==> config.mk <==
export PLATFORM = sky130hd
export DESIGN_NAME = timer_top
export DESIGN_NICKNAME = d
export VERILOG_FILES = /design/src/timer_pkg.sv /design/src/bcd_counter.sv /design/src/alarm_slot.sv /design/src/setup_control.sv /design/src/time_chain.sv /design/src/event_flags.sv /design/src/timer_top.sv
export VERILOG_INCLUDE_DIRS = /design/src /design/src/include
export SDC_FILE = /design/constraint.sdc
export NUM_CORES = 1
export LEC_CHECK = 0
export BUFFER_PORTS_ARGS = -buffer_cell sky130_fd_sc_hd__buf_2
export CAP_MARGIN = 20
export CORE_UTILIZATION = 40
export CTS_CLUSTER_SIZE = 16
export DETAILED_ROUTE_END_ITERATION = 8
export GPL_TIMING_DRIVEN = 0
export RECOVER_POWER = 25
export SYNTH_ARGS = -nofsm -noshare
export SYNTH_HDL_FRONTEND = slang
export SYNTH_HIERARCHICAL = 1
export SYNTH_SLANG_ARGS = --single-unit
==> constraint.sdc <==
create_clock -name clk_100Hz -period 10.7 [get_ports clk_100Hz]
set_clock_uncertainty 0.2 [all_clocks]
set_input_delay 0 -clock clk_100Hz [delete_from_list [all_inputs] [get_ports clk_100Hz]]
set_output_delay 0 -clock clk_100Hz [all_outputs]
set_load 0.01 [all_outputs]
==> src/include/timer_consts.svh <==
`ifndef TIMER_CONSTS_SVH
`define TIMER_CONSTS_SVH

// number of alarm registers
`define TIMER_NUM_ALARMS 4

// top value of each time field, in bcd
`define CSEC_LIMIT 8'h99
`define SEC_LIMIT  8'h59
`define MIN_LIMIT  8'h59
`define HOUR_LIMIT 8'h23

`endif

==> src/timer_pkg.sv <==
package timer_pkg;

    typedef logic [7:0] bcd_pair_t;   // tens digit in [7:4], units in [3:0]
    typedef logic [1:0] field_sel_t;  // 0 csec, 1 sec, 2 min, 3 hour
    typedef logic [1:0] alarm_idx_t;

    typedef enum logic [1:0] {
        MODE_CLOCK     = 2'b00,
        MODE_COUNTDOWN = 2'b01,
        MODE_STOPWATCH = 2'b10,
        MODE_ALARM_SET = 2'b11
    } timer_mode_e;

    typedef enum logic {
        RUN_STOPPED  = 1'b0,
        RUN_COUNTING = 1'b1
    } run_state_e;

    typedef struct packed {
        bcd_pair_t hour;
        bcd_pair_t min;
        bcd_pair_t sec;
        bcd_pair_t csec;
    } time_t;

    typedef struct packed {
        logic       valid;
        field_sel_t field;
        bcd_pair_t  value;
    } time_load_t;

    typedef struct packed {
        logic       valid;
        alarm_idx_t slot;
        field_sel_t field;
        bcd_pair_t  value;
    } alarm_wr_t;

endpackage

==> src/bcd_counter.sv <==
`timescale 1ns/1ns

module bcd_counter #(
    parameter timer_pkg::bcd_pair_t TOP_VALUE = 8'h99
) (
    input  logic                 clk_100Hz,
    input  logic                 rst,
    input  logic                 load,
    input  timer_pkg::bcd_pair_t load_value,
    input  logic                 en,
    input  logic                 count_down,
    output timer_pkg::bcd_pair_t value,
    output logic                 carry
);
    import timer_pkg::*;

    logic      at_wrap;
    bcd_pair_t next_up;
    bcd_pair_t next_down;

    assign at_wrap = count_down ? (value == 8'h00) : (value == TOP_VALUE);
    assign carry   = en && at_wrap;   // combinational, feeds next stage enable

    always_comb begin
        if (value == TOP_VALUE) begin
            next_up = 8'h00;
        end else if (value[3:0] == 4'd9) begin
            next_up = {value[7:4] + 4'd1, 4'd0};   // units roll into tens
        end else begin
            next_up = {value[7:4], value[3:0] + 4'd1};
        end
    end

    always_comb begin
        if (value == 8'h00) begin
            next_down = TOP_VALUE;
        end else if (value[3:0] == 4'd0) begin
            next_down = {value[7:4] - 4'd1, 4'd9};   // borrow from tens
        end else begin
            next_down = {value[7:4], value[3:0] - 4'd1};
        end
    end

    always_ff @(posedge clk_100Hz) begin
        if (rst) begin
            value <= 8'h00;
        end else if (load) begin   // load wins over counting
            value <= load_value;
        end else if (en) begin
            value <= count_down ? next_down : next_up;
        end
    end

endmodule

==> src/alarm_slot.sv <==
`timescale 1ns/1ns

module alarm_slot #(
    parameter timer_pkg::alarm_idx_t SLOT_INDEX = 2'd0
) (
    input  logic                 clk_100Hz,
    input  logic                 rst,
    input  timer_pkg::alarm_wr_t alarm_wr,
    input  timer_pkg::time_t     cur_time,
    output logic                 match
);
    import timer_pkg::*;

    time_t alarm_time;
    logic  armed;
    logic  wr_hit;

    assign wr_hit = alarm_wr.valid && (alarm_wr.slot == SLOT_INDEX);

    always_ff @(posedge clk_100Hz) begin
        if (rst) begin
            alarm_time <= '0;
            armed      <= 1'b0;
        end else if (wr_hit) begin
            armed <= 1'b1;
            case (alarm_wr.field)
                2'd0:    alarm_time.csec <= alarm_wr.value;
                2'd1:    alarm_time.sec  <= alarm_wr.value;
                2'd2:    alarm_time.min  <= alarm_wr.value;
                default: alarm_time.hour <= alarm_wr.value;
            endcase
        end
    end

    assign match = armed && (alarm_time == cur_time);   // all four fields

endmodule

==> src/setup_control.sv <==
`timescale 1ns/1ns

module setup_control (
    input  logic                   clk_100Hz,
    input  logic                   rst,
    input  logic                   start_pause,
    input  logic                   read_para,
    input  timer_pkg::timer_mode_e mode,
    input  timer_pkg::field_sel_t  para_select,
    input  timer_pkg::alarm_idx_t  alarm_no,
    input  timer_pkg::bcd_pair_t   data_bcd,
    output timer_pkg::run_state_e  running,
    output timer_pkg::time_load_t  time_load,
    output timer_pkg::alarm_wr_t   alarm_wr
);
    import timer_pkg::*;

    logic alarm_mode;

    assign alarm_mode = (mode == MODE_ALARM_SET);

    // run/stop fsm
    always_ff @(posedge clk_100Hz) begin
        if (rst) begin
            running <= RUN_STOPPED;
        end else if (read_para || alarm_mode) begin   // any load stops the run
            running <= RUN_STOPPED;
        end else if (start_pause) begin
            running <= (running == RUN_COUNTING) ? RUN_STOPPED : RUN_COUNTING;
        end
    end

    // read strobe goes either to the time chain or to the alarm slots
    always_comb begin
        time_load.valid = read_para && !alarm_mode;
        time_load.field = para_select;
        time_load.value = (mode == MODE_STOPWATCH) ? 8'h00 : data_bcd;   // stopwatch clears

        alarm_wr.valid = read_para && alarm_mode;
        alarm_wr.slot  = alarm_no;
        alarm_wr.field = para_select;
        alarm_wr.value = data_bcd;
    end

endmodule

==> src/time_chain.sv <==
`timescale 1ns/1ns
`include "timer_consts.svh"

module time_chain (
    input  logic                   clk_100Hz,
    input  logic                   rst,
    input  timer_pkg::timer_mode_e mode,
    input  timer_pkg::run_state_e  running,
    input  timer_pkg::time_load_t  time_load,
    output timer_pkg::time_t       cur_time,
    output logic                   min_carry
);
    import timer_pkg::*;

    logic [3:0] field_load;
    logic       count_down;
    logic       csec_en;
    logic       csec_carry;
    logic       sec_carry;

    always_comb begin
        for (int i = 0; i < 4; i++) begin
            field_load[i] = time_load.valid && (time_load.field == field_sel_t'(i));
        end
    end

    assign count_down = (mode == MODE_COUNTDOWN);
    assign csec_en    = (running == RUN_COUNTING);

    bcd_counter #(.TOP_VALUE(`CSEC_LIMIT)) u_csec (
        .clk_100Hz  (clk_100Hz),
        .rst        (rst),
        .load       (field_load[0]),
        .load_value (time_load.value),
        .en         (csec_en),
        .count_down (count_down),
        .value      (cur_time.csec),
        .carry      (csec_carry)
    );

    bcd_counter #(.TOP_VALUE(`SEC_LIMIT)) u_sec (
        .clk_100Hz  (clk_100Hz),
        .rst        (rst),
        .load       (field_load[1]),
        .load_value (time_load.value),
        .en         (csec_carry),
        .count_down (count_down),
        .value      (cur_time.sec),
        .carry      (sec_carry)
    );

    bcd_counter #(.TOP_VALUE(`MIN_LIMIT)) u_min (
        .clk_100Hz  (clk_100Hz),
        .rst        (rst),
        .load       (field_load[2]),
        .load_value (time_load.value),
        .en         (sec_carry),
        .count_down (count_down),
        .value      (cur_time.min),
        .carry      (min_carry)   // also drives the hour chime
    );

    bcd_counter #(.TOP_VALUE(`HOUR_LIMIT)) u_hour (
        .clk_100Hz  (clk_100Hz),
        .rst        (rst),
        .load       (field_load[3]),
        .load_value (time_load.value),
        .en         (min_carry),
        .count_down (count_down),
        .value      (cur_time.hour),
        .carry      ()   // day rollover has no consumer
    );

endmodule

==> src/event_flags.sv <==
`timescale 1ns/1ns
`include "timer_consts.svh"

module event_flags (
    input  logic                           clk_100Hz,
    input  logic                           rst,
    input  timer_pkg::timer_mode_e         mode,
    input  timer_pkg::time_t               cur_time,
    input  logic [`TIMER_NUM_ALARMS-1:0]   alarm_match,
    input  logic                           min_carry,
    output logic                           alarm_hit,
    output logic                           hour_chime,
    output logic                           countdown_done
);
    import timer_pkg::*;

    logic clock_mode;
    logic at_zero;

    assign clock_mode = (mode == MODE_CLOCK);
    assign at_zero    = (cur_time == '0);

    always_ff @(posedge clk_100Hz) begin
        if (rst) begin
            alarm_hit      <= 1'b0;
            hour_chime     <= 1'b0;
            countdown_done <= 1'b0;
        end else begin
            alarm_hit      <= clock_mode && (|alarm_match);
            hour_chime     <= clock_mode && min_carry;   // minute wrap = full hour
            countdown_done <= (mode == MODE_COUNTDOWN) && at_zero;
        end
    end

endmodule

==> src/timer_top.sv <==
`timescale 1ns/1ns
`include "timer_consts.svh"

module timer_top (
    input  logic                   clk_100Hz,
    input  logic                   rst,
    input  logic                   start_pause,
    input  logic                   read_para,
    input  timer_pkg::timer_mode_e mode,
    input  timer_pkg::field_sel_t  para_select,
    input  timer_pkg::alarm_idx_t  alarm_no,
    input  timer_pkg::bcd_pair_t   data_bcd,
    output timer_pkg::time_t       cur_time,
    output logic                   alarm_hit,
    output logic                   hour_chime,
    output logic                   countdown_done
);
    import timer_pkg::*;

    run_state_e                   running;
    time_load_t                   time_load;
    alarm_wr_t                    alarm_wr;
    logic                         min_carry;
    logic [`TIMER_NUM_ALARMS-1:0] alarm_match;

    setup_control u_setup (
        .clk_100Hz   (clk_100Hz),
        .rst         (rst),
        .start_pause (start_pause),
        .read_para   (read_para),
        .mode        (mode),
        .para_select (para_select),
        .alarm_no    (alarm_no),
        .data_bcd    (data_bcd),
        .running     (running),
        .time_load   (time_load),
        .alarm_wr    (alarm_wr)
    );

    time_chain u_chain (
        .clk_100Hz (clk_100Hz),
        .rst       (rst),
        .mode      (mode),
        .running   (running),
        .time_load (time_load),
        .cur_time  (cur_time),
        .min_carry (min_carry)
    );

    genvar i;
    generate
        for (i = 0; i < `TIMER_NUM_ALARMS; i++) begin : g_slot
            alarm_slot #(.SLOT_INDEX(alarm_idx_t'(i))) u_slot (
                .clk_100Hz (clk_100Hz),
                .rst       (rst),
                .alarm_wr  (alarm_wr),
                .cur_time  (cur_time),
                .match     (alarm_match[i])
            );
        end
    endgenerate

    event_flags u_flags (
        .clk_100Hz      (clk_100Hz),
        .rst            (rst),
        .mode           (mode),
        .cur_time       (cur_time),
        .alarm_match    (alarm_match),
        .min_carry      (min_carry),
        .alarm_hit      (alarm_hit),
        .hour_chime     (hour_chime),
        .countdown_done (countdown_done)
    );

endmodule

==> flow_summary.toml, run 1 <==
[run_status]
status = "finished, final reports clean"

[floorplan]
coreArea_um2 = 24600
start_util_pct = 41.2
num_rows = 57
ios = 53
die_width_um = 161
die_h_um = 161
die_area_um2 = 26000

[power]
p_per_area_nw_per_um2 = 125
internal-power_mw = 1.02
p_switching_mw = 0.421
pwr-share-comb_pct = 12.1
p_clk_share_pct = 42.1
swShare_pct = 29.1
ir_drop_uv = 114
finalPower_mw = 1.44
seq_power_share_pct = 45.8
leakagePower_nw = 5.43

[worst_setup_path]
critPathMaxStageDelay_ps = 1000
crit_type = "primary input to flop"
endpoint_kind = "flop"
cp_slowest_cell = "nor3_1"
worstPathCellList = "dlygate4sd3_1 -> clkbuf_1 -> nor2b_2 -> inv_2 -> nor3_4 -> nand2_1 -> a21oi_1 -> inv_1 -> nor3_1 -> inv_1 -> nor3_1 -> inv_1 -> a221o_2 -> a211o_1 -> a21oi_2"
crit_top_cell = "inv_1"
start_kind = "primary input"
required_ps = 10870
cp_data_arrival_time_ps = 5980
path_max_fanout = 19
worst-r2r-cell-count = 12

[clock_network]
cts_buffers = 17
cts_max_level = 4
clkLatencyLatePin_ps = 440
cts_tree = "built"
cts_sinks = 168
clk_pin_slew_ps = 70
post-cts-setup-buffers = 0
cts_buffer_depth = 2
root_buffer = "clkbuf_16"

[global_routing]
track_usage_pct = 24.9
grt_pass1_vias = 7906
grt_pass1_wl_mm = 48.4
antenna_found_initial = 1
overflow = 0
grt_max_degree = 20

[timing]
setup_viol = 0
max_clock_freq_mhz = 172
relSlewSlack_pct = 19.7
worstMarginPinSlew_ps = 1200
rsz0062_at_grt = "no"
hold_viol = 0
min_period_over_period_pct = 54.3
fin_hold_ws_ps = 34.8
tns_ps = 0
finalMaxSlewViolations = 0
setup_slack_ps = 4890
min_period_ps = 5810

[detailed_routing]
drt_wl_total_mm = 32.1
vias = 8361
remaining_drc_errors = 0
drtIter0Drc = 652
wl_per_cell_um = 21.2
postRouteAntennaNets = 0
drtPass1Iterations = 5
viasPerCell = 5.52

[place]
io_buffers = 48
preCtsSetupSlack_ps = 5040
place_congestion = 0.831
hpwl_mm = 20.9

[finish]
num-nets-final = 1226
seq_area_um2 = 3360
syn_to_final_growth_pct = 14.2
antenna_cells = 0
num-fill-cells = 2395
multi_input_area_um2 = 6110
drive_above_1_share_pct = 14.1

[yosys]
synth_nets = 1134
yosysWarnings = 6
syn_area_um2 = 10100
syn_area_per_cell_um2 = 9.34
syn_inst = 1085

[hold_path]
min_path_type = "primary input to flop"
whs_path_depth = 4

[job]
max_cap_violations = 0
cell usage in the layout (no fill, tap or decap), drive strengths merged, types with 9 or more instances in the layout:
master       count
nor4            41
clkbuf          69
dfxtp          168
nor3            24
o21ai           20
a221oi          14
o32ai            9
xnor2            9
xor2           129
and3b           13
nand2           23
a211oi          12
a21oi           14
inv             43
nand2b          10
o211ai           9
buf             59
dlygate4sd3     25
ha              31
and2            12
nand3           27
nor3b           13
nor2           174
mux2i          130
state kept, by name (all words and copies together), names as in the netlist:
signal                    flops
g_slot.u_slot/alarm_time    128
u_chain/u_csec/value          8
u_chain/u_hour/value          8
u_chain/u_min/value           8
u_chain/u_sec/value           8
g_slot.u_slot/armed           4
u_flags/alarm_hit             1
u_flags/countdown_done        1
u_flags/hour_chime            1
u_setup/running               1
worst max-delay path: cells and delay by family:
kind	cells	cell delay, ps
buffers and inverters	6	1550
AND/OR/NAND/NOR	5	2950
AO/OA/AOI/OAI	4	1450
power by group through the flow:
stage / Clock, mW / Sequential [mW] / Combinational (mW)
after floorplan: 0 / 0.663 / 0.116
after global placement: 0 / 0.676 / 0.165
after detailed placement: 0 / 0.677 / 0.166
after CTS: 0.616 / 0.662 / 0.173
after global routing: 0.643 / 0.663 / 0.189
final: 0.608 / 0.662 / 0.174
what timing repair did:
action	CTS	global route
hold buffers	25	0
hold endpoints to repair	164	0
resized for setup	0	0
final timing paths:
path / from / to / slack [ps]
worst min-delay path: para_select[1] / g_slot[1].u_slot/alarm_time[29]$_SDFFE_PP0P_ / 30
worst max-delay path: mode[1] / u_chain/u_hour/value[5]$_SDFFE_PP0P_ / 4890
worst min register to register: g_slot[0].u_slot/armed$_SDFFE_PP0P_ / g_slot[0].u_slot/armed$_SDFFE_PP0P_ / 290
worst max register to register: u_chain/u_csec/value[0]$_SDFFE_PP0P_ / u_chain/u_hour/value[5]$_SDFFE_PP0P_ / 4960
per-layer routing:
metal  track usage, %  share of wire (%)  vias to the layer above
li1                 -                  -                     3996
met1             33.2                 45                     4067
met2             41.8                 48                      258
met3             2.98                5.2                       40
met4             8.06                2.2                        0
met5                0                  0                        -
layout make-up:
class                      count  area share [%]
multi-input combinational    817            52.8
clock buffer                  19            3.91
inverter                      36            1.17
timing repair buffer          73            3.92
sequential                   168            29.1
tap                          324            3.50
clock inverter                13            1.10
buffer                        64            4.50
stage by stage:
step                utilization [%]  instances  area [µm²]
finish                         47.0       1514       11600
detailed placement             43.8       1457       10800
global route                   47.0       1514       11600
floorplan                         -       1085       10100
global placement               43.8       1457       10800
CTS                            47.2       1514       11600
Power figures use the tool's default switching activity.
==> run 2: changes to the inputs <==
Settings changed: ABC_AREA set to 1.
Clock period 10.7 ns to 5 ns, I/O delays scaled along.
==> run 2 against run 1 <==
Critical path type is now flop to flop. Synthesized area grew 13%. Setup slack lost 3900 ps. Clock power grew 120%. The run now ends with max-capacitance violations, max-slew violations left. Sequential power grew 110%. Worst hold slack gained 150 ps. Via count grew 30%. Non-clock buffer count shrank 7. Cell area grew 11%.
==> flow_summary.toml, run 2 <==
[global_routing]
track_usage_pct = 25.6
antenna_found_initial = 1
overflow = 0
grt_pass1_vias = 9732
grt_pass1_wl_mm = 55.5
grt_max_degree = 26

[floorplan]
start_util_pct = 40.8
coreArea_um2 = 27900
die_h_um = 171
num_rows = 61
ios = 53
die_area_um2 = 29200
die_width_um = 171

[place]
preCtsSetupSlack_ps = 1120
io_buffers = 48
dpl.cell_count = 2110
place_congestion = 0.930
hpwl_mm = 24.3
dpl_cell_area_um2 = 12100

[clock_network]
cts_hold_buf = 22
post-cts-setup-buffers = 0
root_buffer = "clkbuf_16"
cts_sinks = 168
cts_buffers = 17
cts_resized = 0
cts_tree = "built"
cts_buffer_depth = 2
cts_max_level = 4
clkLatencyLatePin_ps = 440
clk_pin_slew_ps = 70

[timing]
min_period_over_period_pct = 81.1
rsz0062_at_grt = "no"
finalMaxSlewViolations = 26
min_period_ps = 4060
max_clock_freq_mhz = 247
worstMarginPinSlew_ps = 1600
relSlewSlack_pct = -6.84
tns_ps = 0
setup_slack_ps = 944
hold_viol = 0
setup_viol = 0

[worst_setup_path]
path_max_fanout = 12
endpoint_kind = "flop"
start_kind = "flop"
required_ps = 5060
cp_data_arrival_time_ps = 4110
worst-r2r-cell-count = 16
crit_type = "flop to flop"

[run_status]
violations = "max-capacitance violations, max-slew violations"
status = "finished with violations"

[finish]
mostFrequentLayoutCells = "nand2_1, inv_1, nor2_1"
final_common_cell = "nand2_1"
num-nets-final = 1822
stdcell_count = 2166
max_flop_register = "g_slot.u_slot/alarm_time"
final_cell_area_um2 = 12900
largest_reg_flops = 128
drive_above_1_share_pct = 14.3
syn_to_final_growth_pct = 12.8

[detailed_routing]
viasPerCell = 5.03
remaining_drc_errors = 0
drtPass1Iterations = 5
wl_per_cell_um = 17.0
drtIter0Drc = 1019
vias = 10891
postRouteAntennaNets = 0
drt_wl_total_mm = 36.9

[hold_path]
whs_path_depth = 5
min_path_type = "primary input to flop"

[yosys]
syn_area_um2 = 11400
synth_nets = 1732
syn_area_per_cell_um2 = 6.78
yosysWarnings = 6
syn_inst = 1683

[power]
ir_drop_uv = 183
p_per_area_nw_per_um2 = 243
finalPower_mw = 3.13
leakagePower_nw = 5.37

[job]
max_cap_violations = 1
## run 2: stage by stage
stage	util [%]	hold WS (ps)
after floorplan	-	-131
after global placement	43.4	61.8
after detailed placement	43.4	58.7
after CTS	46.3	179
after global routing	46.1	219
final	46.1	187
## run 2: area by class of cell
cell class,instances,area (µm²)
inverter,260,996
multi-input combinational,1196,6570
timing repair buffer,71,430
buffer,59,458
sequential,168,3360
clock buffer,19,443
antenna,2,5.00
fill,2920,15100
clock inverter,13,135
tap,378,473
## run 2: power by group
part / internal [mW] / switching [mW]
clock network: 0.717 / 0.619
registers: 1.35 / 0.0553
logic: 0.131 / 0.253
total: 2.20 / 0.927
## run 2: worst max-delay path: stages, from the launching register on
cell and delay, ps:
dfxtp_1 940, ha_1 350, nand3_4 120, nand2_4 150, o211ai_1 100, nor2_1 240
inv_1 90, nor3_1 370, inv_1 110, nor3_1 470, nor2_2 170, a21oi_2 190
nand2_2 120, nand2_1 70, nand2_1 60, nor2_1 80, nor2_1 40
## run 2: path summary, 6_finish.rpt
path | from | end | slack, ps
hold / removal | start_pause | u_setup/running$_SDFFE_PP0P_ | 190
setup / recovery | u_chain/u_csec/value[0]$_SDFFE_PP0P_ | u_chain/u_hour/value[4]$_SDFFE_PP0P_ | 940
setup reg to reg | u_chain/u_csec/value[0]$_SDFFE_PP0P_ | u_chain/u_hour/value[4]$_SDFFE_PP0P_ | 940
hold reg to reg | g_slot[3].u_slot/armed$_SDFFE_PP0P_ | g_slot[3].u_slot/armed$_SDFFE_PP0P_ | 260
## run 2: metal layers
metal  GRT usage, %  vias up  wire length [µm]
li1               -     5475                 -
met1           36.4     5015             17900
met2           40.1      363             15800
met3           4.14       38              2670
met4           6.29        0               595
met5              0        -                 0
==> run 3: changes to the inputs <==
Clock period 5 ns to 3.45 ns, I/O delays scaled along.
==> run 3 against run 2 <==
The run now ends clean. Critical endpoint unchanged. Cell area is essentially flat. Die area is the same. Global-route usage is essentially flat. Critical path type unchanged. Largest power group unchanged. Non-clock buffer count is the same. First-iteration DRC count grew 5.8%. Highest routed layer unchanged. Utilization is essentially flat.
==> flow_summary.toml, run 3 (synthesis results as in run 2) <==
[run_status]
status = "finished, final reports clean"

[hold_path]
min_to = "u_chain/u_min/value[0]$_SDFFE_PP0P_"
whs_path_depth = 5
min-delay-start = "mode[0]"
min_path_type = "primary input to flop"

[timing]
min_period_ps = 3220
min_period_over_period_pct = 93.3
setup_viol = 0
max_clock_freq_mhz = 311
tns_ps = 0
rsz0062_at_grt = "no"
hold_viol = 0
setup_slack_ps = 232
finalMaxSlewViolations = 0
relSlewSlack_pct = 30.4
worstMarginPinSlew_ps = 1040

[finish]
syn_to_final_growth_pct = 12.9
mostFrequentLayoutCells = "nand2_1, inv_1, nor2_1"
num-fill-cells = 2924
num-nets-final = 1822
seq_area_um2 = 3380
drive_above_1_share_pct = 15.5
largest_reg_flops = 128
final_util_pct = 46.1
final_cell_area_um2 = 12900
final_common_cell = "nand2_1"
max_flop_register = "g_slot.u_slot/alarm_time"
multi_input_area_um2 = 6560

[worst_setup_path]
worst-r2r-cell-count = 15
required_ps = 3540
crit_type = "flop to flop"
endpoint_kind = "flop"
worstPathCellList = "nand3_1 -> nand2_1 -> o211ai_1 -> nor2_2 -> inv_1 -> nor3_2 -> inv_1 -> nor3_4 -> nor2_2 -> a21oi_2 -> nand2_2 -> nand2_1 -> nand2_1 -> nor2_1 -> nor2_1"
cp_data_arrival_time_ps = 3310
crit_top_cell = "nand2_1"
r2r_end = "u_chain/u_hour/value[4]$_SDFFE_PP0P_"
path_max_fanout = 14
critPathMaxStageDelay_ps = 830
cp_slowest_cell = "dfxtp_1"
regToRegSetupSlack_ps = 230
r2r-start = "u_chain/u_csec/value[7]$_SDFFE_PP0P_"
start_kind = "flop"

[floorplan]
num_rows = 61
die_h_um = 171
coreArea_um2 = 27900
die_area_um2 = 29200
ios = 53
start_util_pct = 40.8
die_width_um = 171

[clock_network]
cts_buffers = 17
root_buffer = "clkbuf_16"
clkLatencyLatePin_ps = 430
cts_tree = "built"
clk_pin_slew_ps = 70
cts_buffer_depth = 2
cts_max_level = 4
cts_sinks = 168

[global_routing]
track_usage_pct = 25.6
overflow = 0
use_met3_pct = 4.14
top_usage_layer = "met2"
antenna_found_initial = 1
grt_max_degree = 26
grt_pass1_vias = 9726
grt_pass1_wl_mm = 55.5
grt_use_met1_pct = 36.5
met2_usage_pct = 40.1

[detailed_routing]
drtPass1Iterations = 5
postRouteAntennaNets = 0
viasPerCell = 5.05
remaining_drc_errors = 0
vias = 10932
drtIter0Drc = 1078
drt_wl_total_mm = 36.9
wl_per_cell_um = 17.0

[place]
preCtsSetupSlack_ps = -435
hpwl_mm = 24.3
place_congestion = 0.930
io_buffers = 48
dpl_cell_area_um2 = 12100

[power]
leakagePower_nw = 5.42
p_per_area_nw_per_um2 = 352
ir_drop_uv = 264

[job]
max_cap_violations = 0
[run 3: changes by cell type in the layout (fill, tap and decap cells not counted), sizes merged]
cell,previous run,this run
buf,59,72
clkbuf,68,55
clkinv,7,5
clkinvlp,1,3
[run 3: repair_timing]
action                                 CTS  global route
buffers inserted                         0             0
cloned                                   0             0
gates resized for setup                  7             7
endpoints found under the hold margin  162             0
hold buffers                            22             0
setup endpoints to repair                8             8
[run 3: how the worst max path moves through the flow]
stage | startpoint | endpoint | depth (start not counted)
floorplan | mode[0] | u_chain/u_hour/value[4]$_SDFFE_PP0P_ | 17
global placement | mode[0] | u_chain/u_hour/value[4]$_SDFFE_PP0P_ | 18
detailed placement | u_chain/u_csec/value[0]$_SDFFE_PP0P_ | u_chain/u_hour/value[4]$_SDFFE_PP0P_ | 16
CTS | u_chain/u_csec/value[4]$_SDFFE_PP0P_ | u_chain/u_hour/value[4]$_SDFFE_PP0P_ | 17
global route | u_chain/u_csec/value[1]$_SDFFE_PP0P_ | u_chain/u_hour/value[4]$_SDFFE_PP0P_ | 17
finish | u_chain/u_csec/value[7]$_SDFFE_PP0P_ | u_chain/u_hour/value[4]$_SDFFE_PP0P_ | 15
[run 3: where the power goes]
group	switching (mW)	internal (mW)	total [mW]
sequential	0.0797	1.96	2.04
clock	0.892	1.04	1.93
combinational	0.365	0.190	0.555
total	1.34	3.19	4.53
[run 3: critical path: cells and delay by family, from the launching register on]
| kind | cells | cell delay, ps |
|---|---|---|
| AO/OA/AOI/OAI | 2 | 270 |
| buffers and inverters | 2 | 220 |
| flip-flops | 1 | 830 |
| AND/OR/NAND/NOR | 11 | 1550 |
[run 3: layout make-up]
type                    count  area share, %
diodes                      2         0.0389
plain buffers              59           3.52
clock buffers              19           3.44
clock inverters            13           1.05
inverters                 260           7.68
multi-input cells        1196           50.9
flip-flops and latches    168           26.2
well taps                 378           3.67
repair buffers             71           3.43
[run 3: stage by stage]
stage	cells	hold WS (ps)	power, mW
2_1_floorplan	1683	-131	2.42
3_3_place_gp	2109	61.8	2.61
3_5_place_dp	2110	58.7	2.61
4_1_cts	2164	16.3	4.55
5_1_grt	2165	72.3	4.70
6_report	2166	52.5	4.53
[run 3: layer usage]
layer | vias up | share of wire [%]
li1 | 5465 | -
met1 | 5042 | 48
met2 | 390 | 43
met3 | 35 | 7.6
met4 | 0 | 1.7
met5 | - | 0
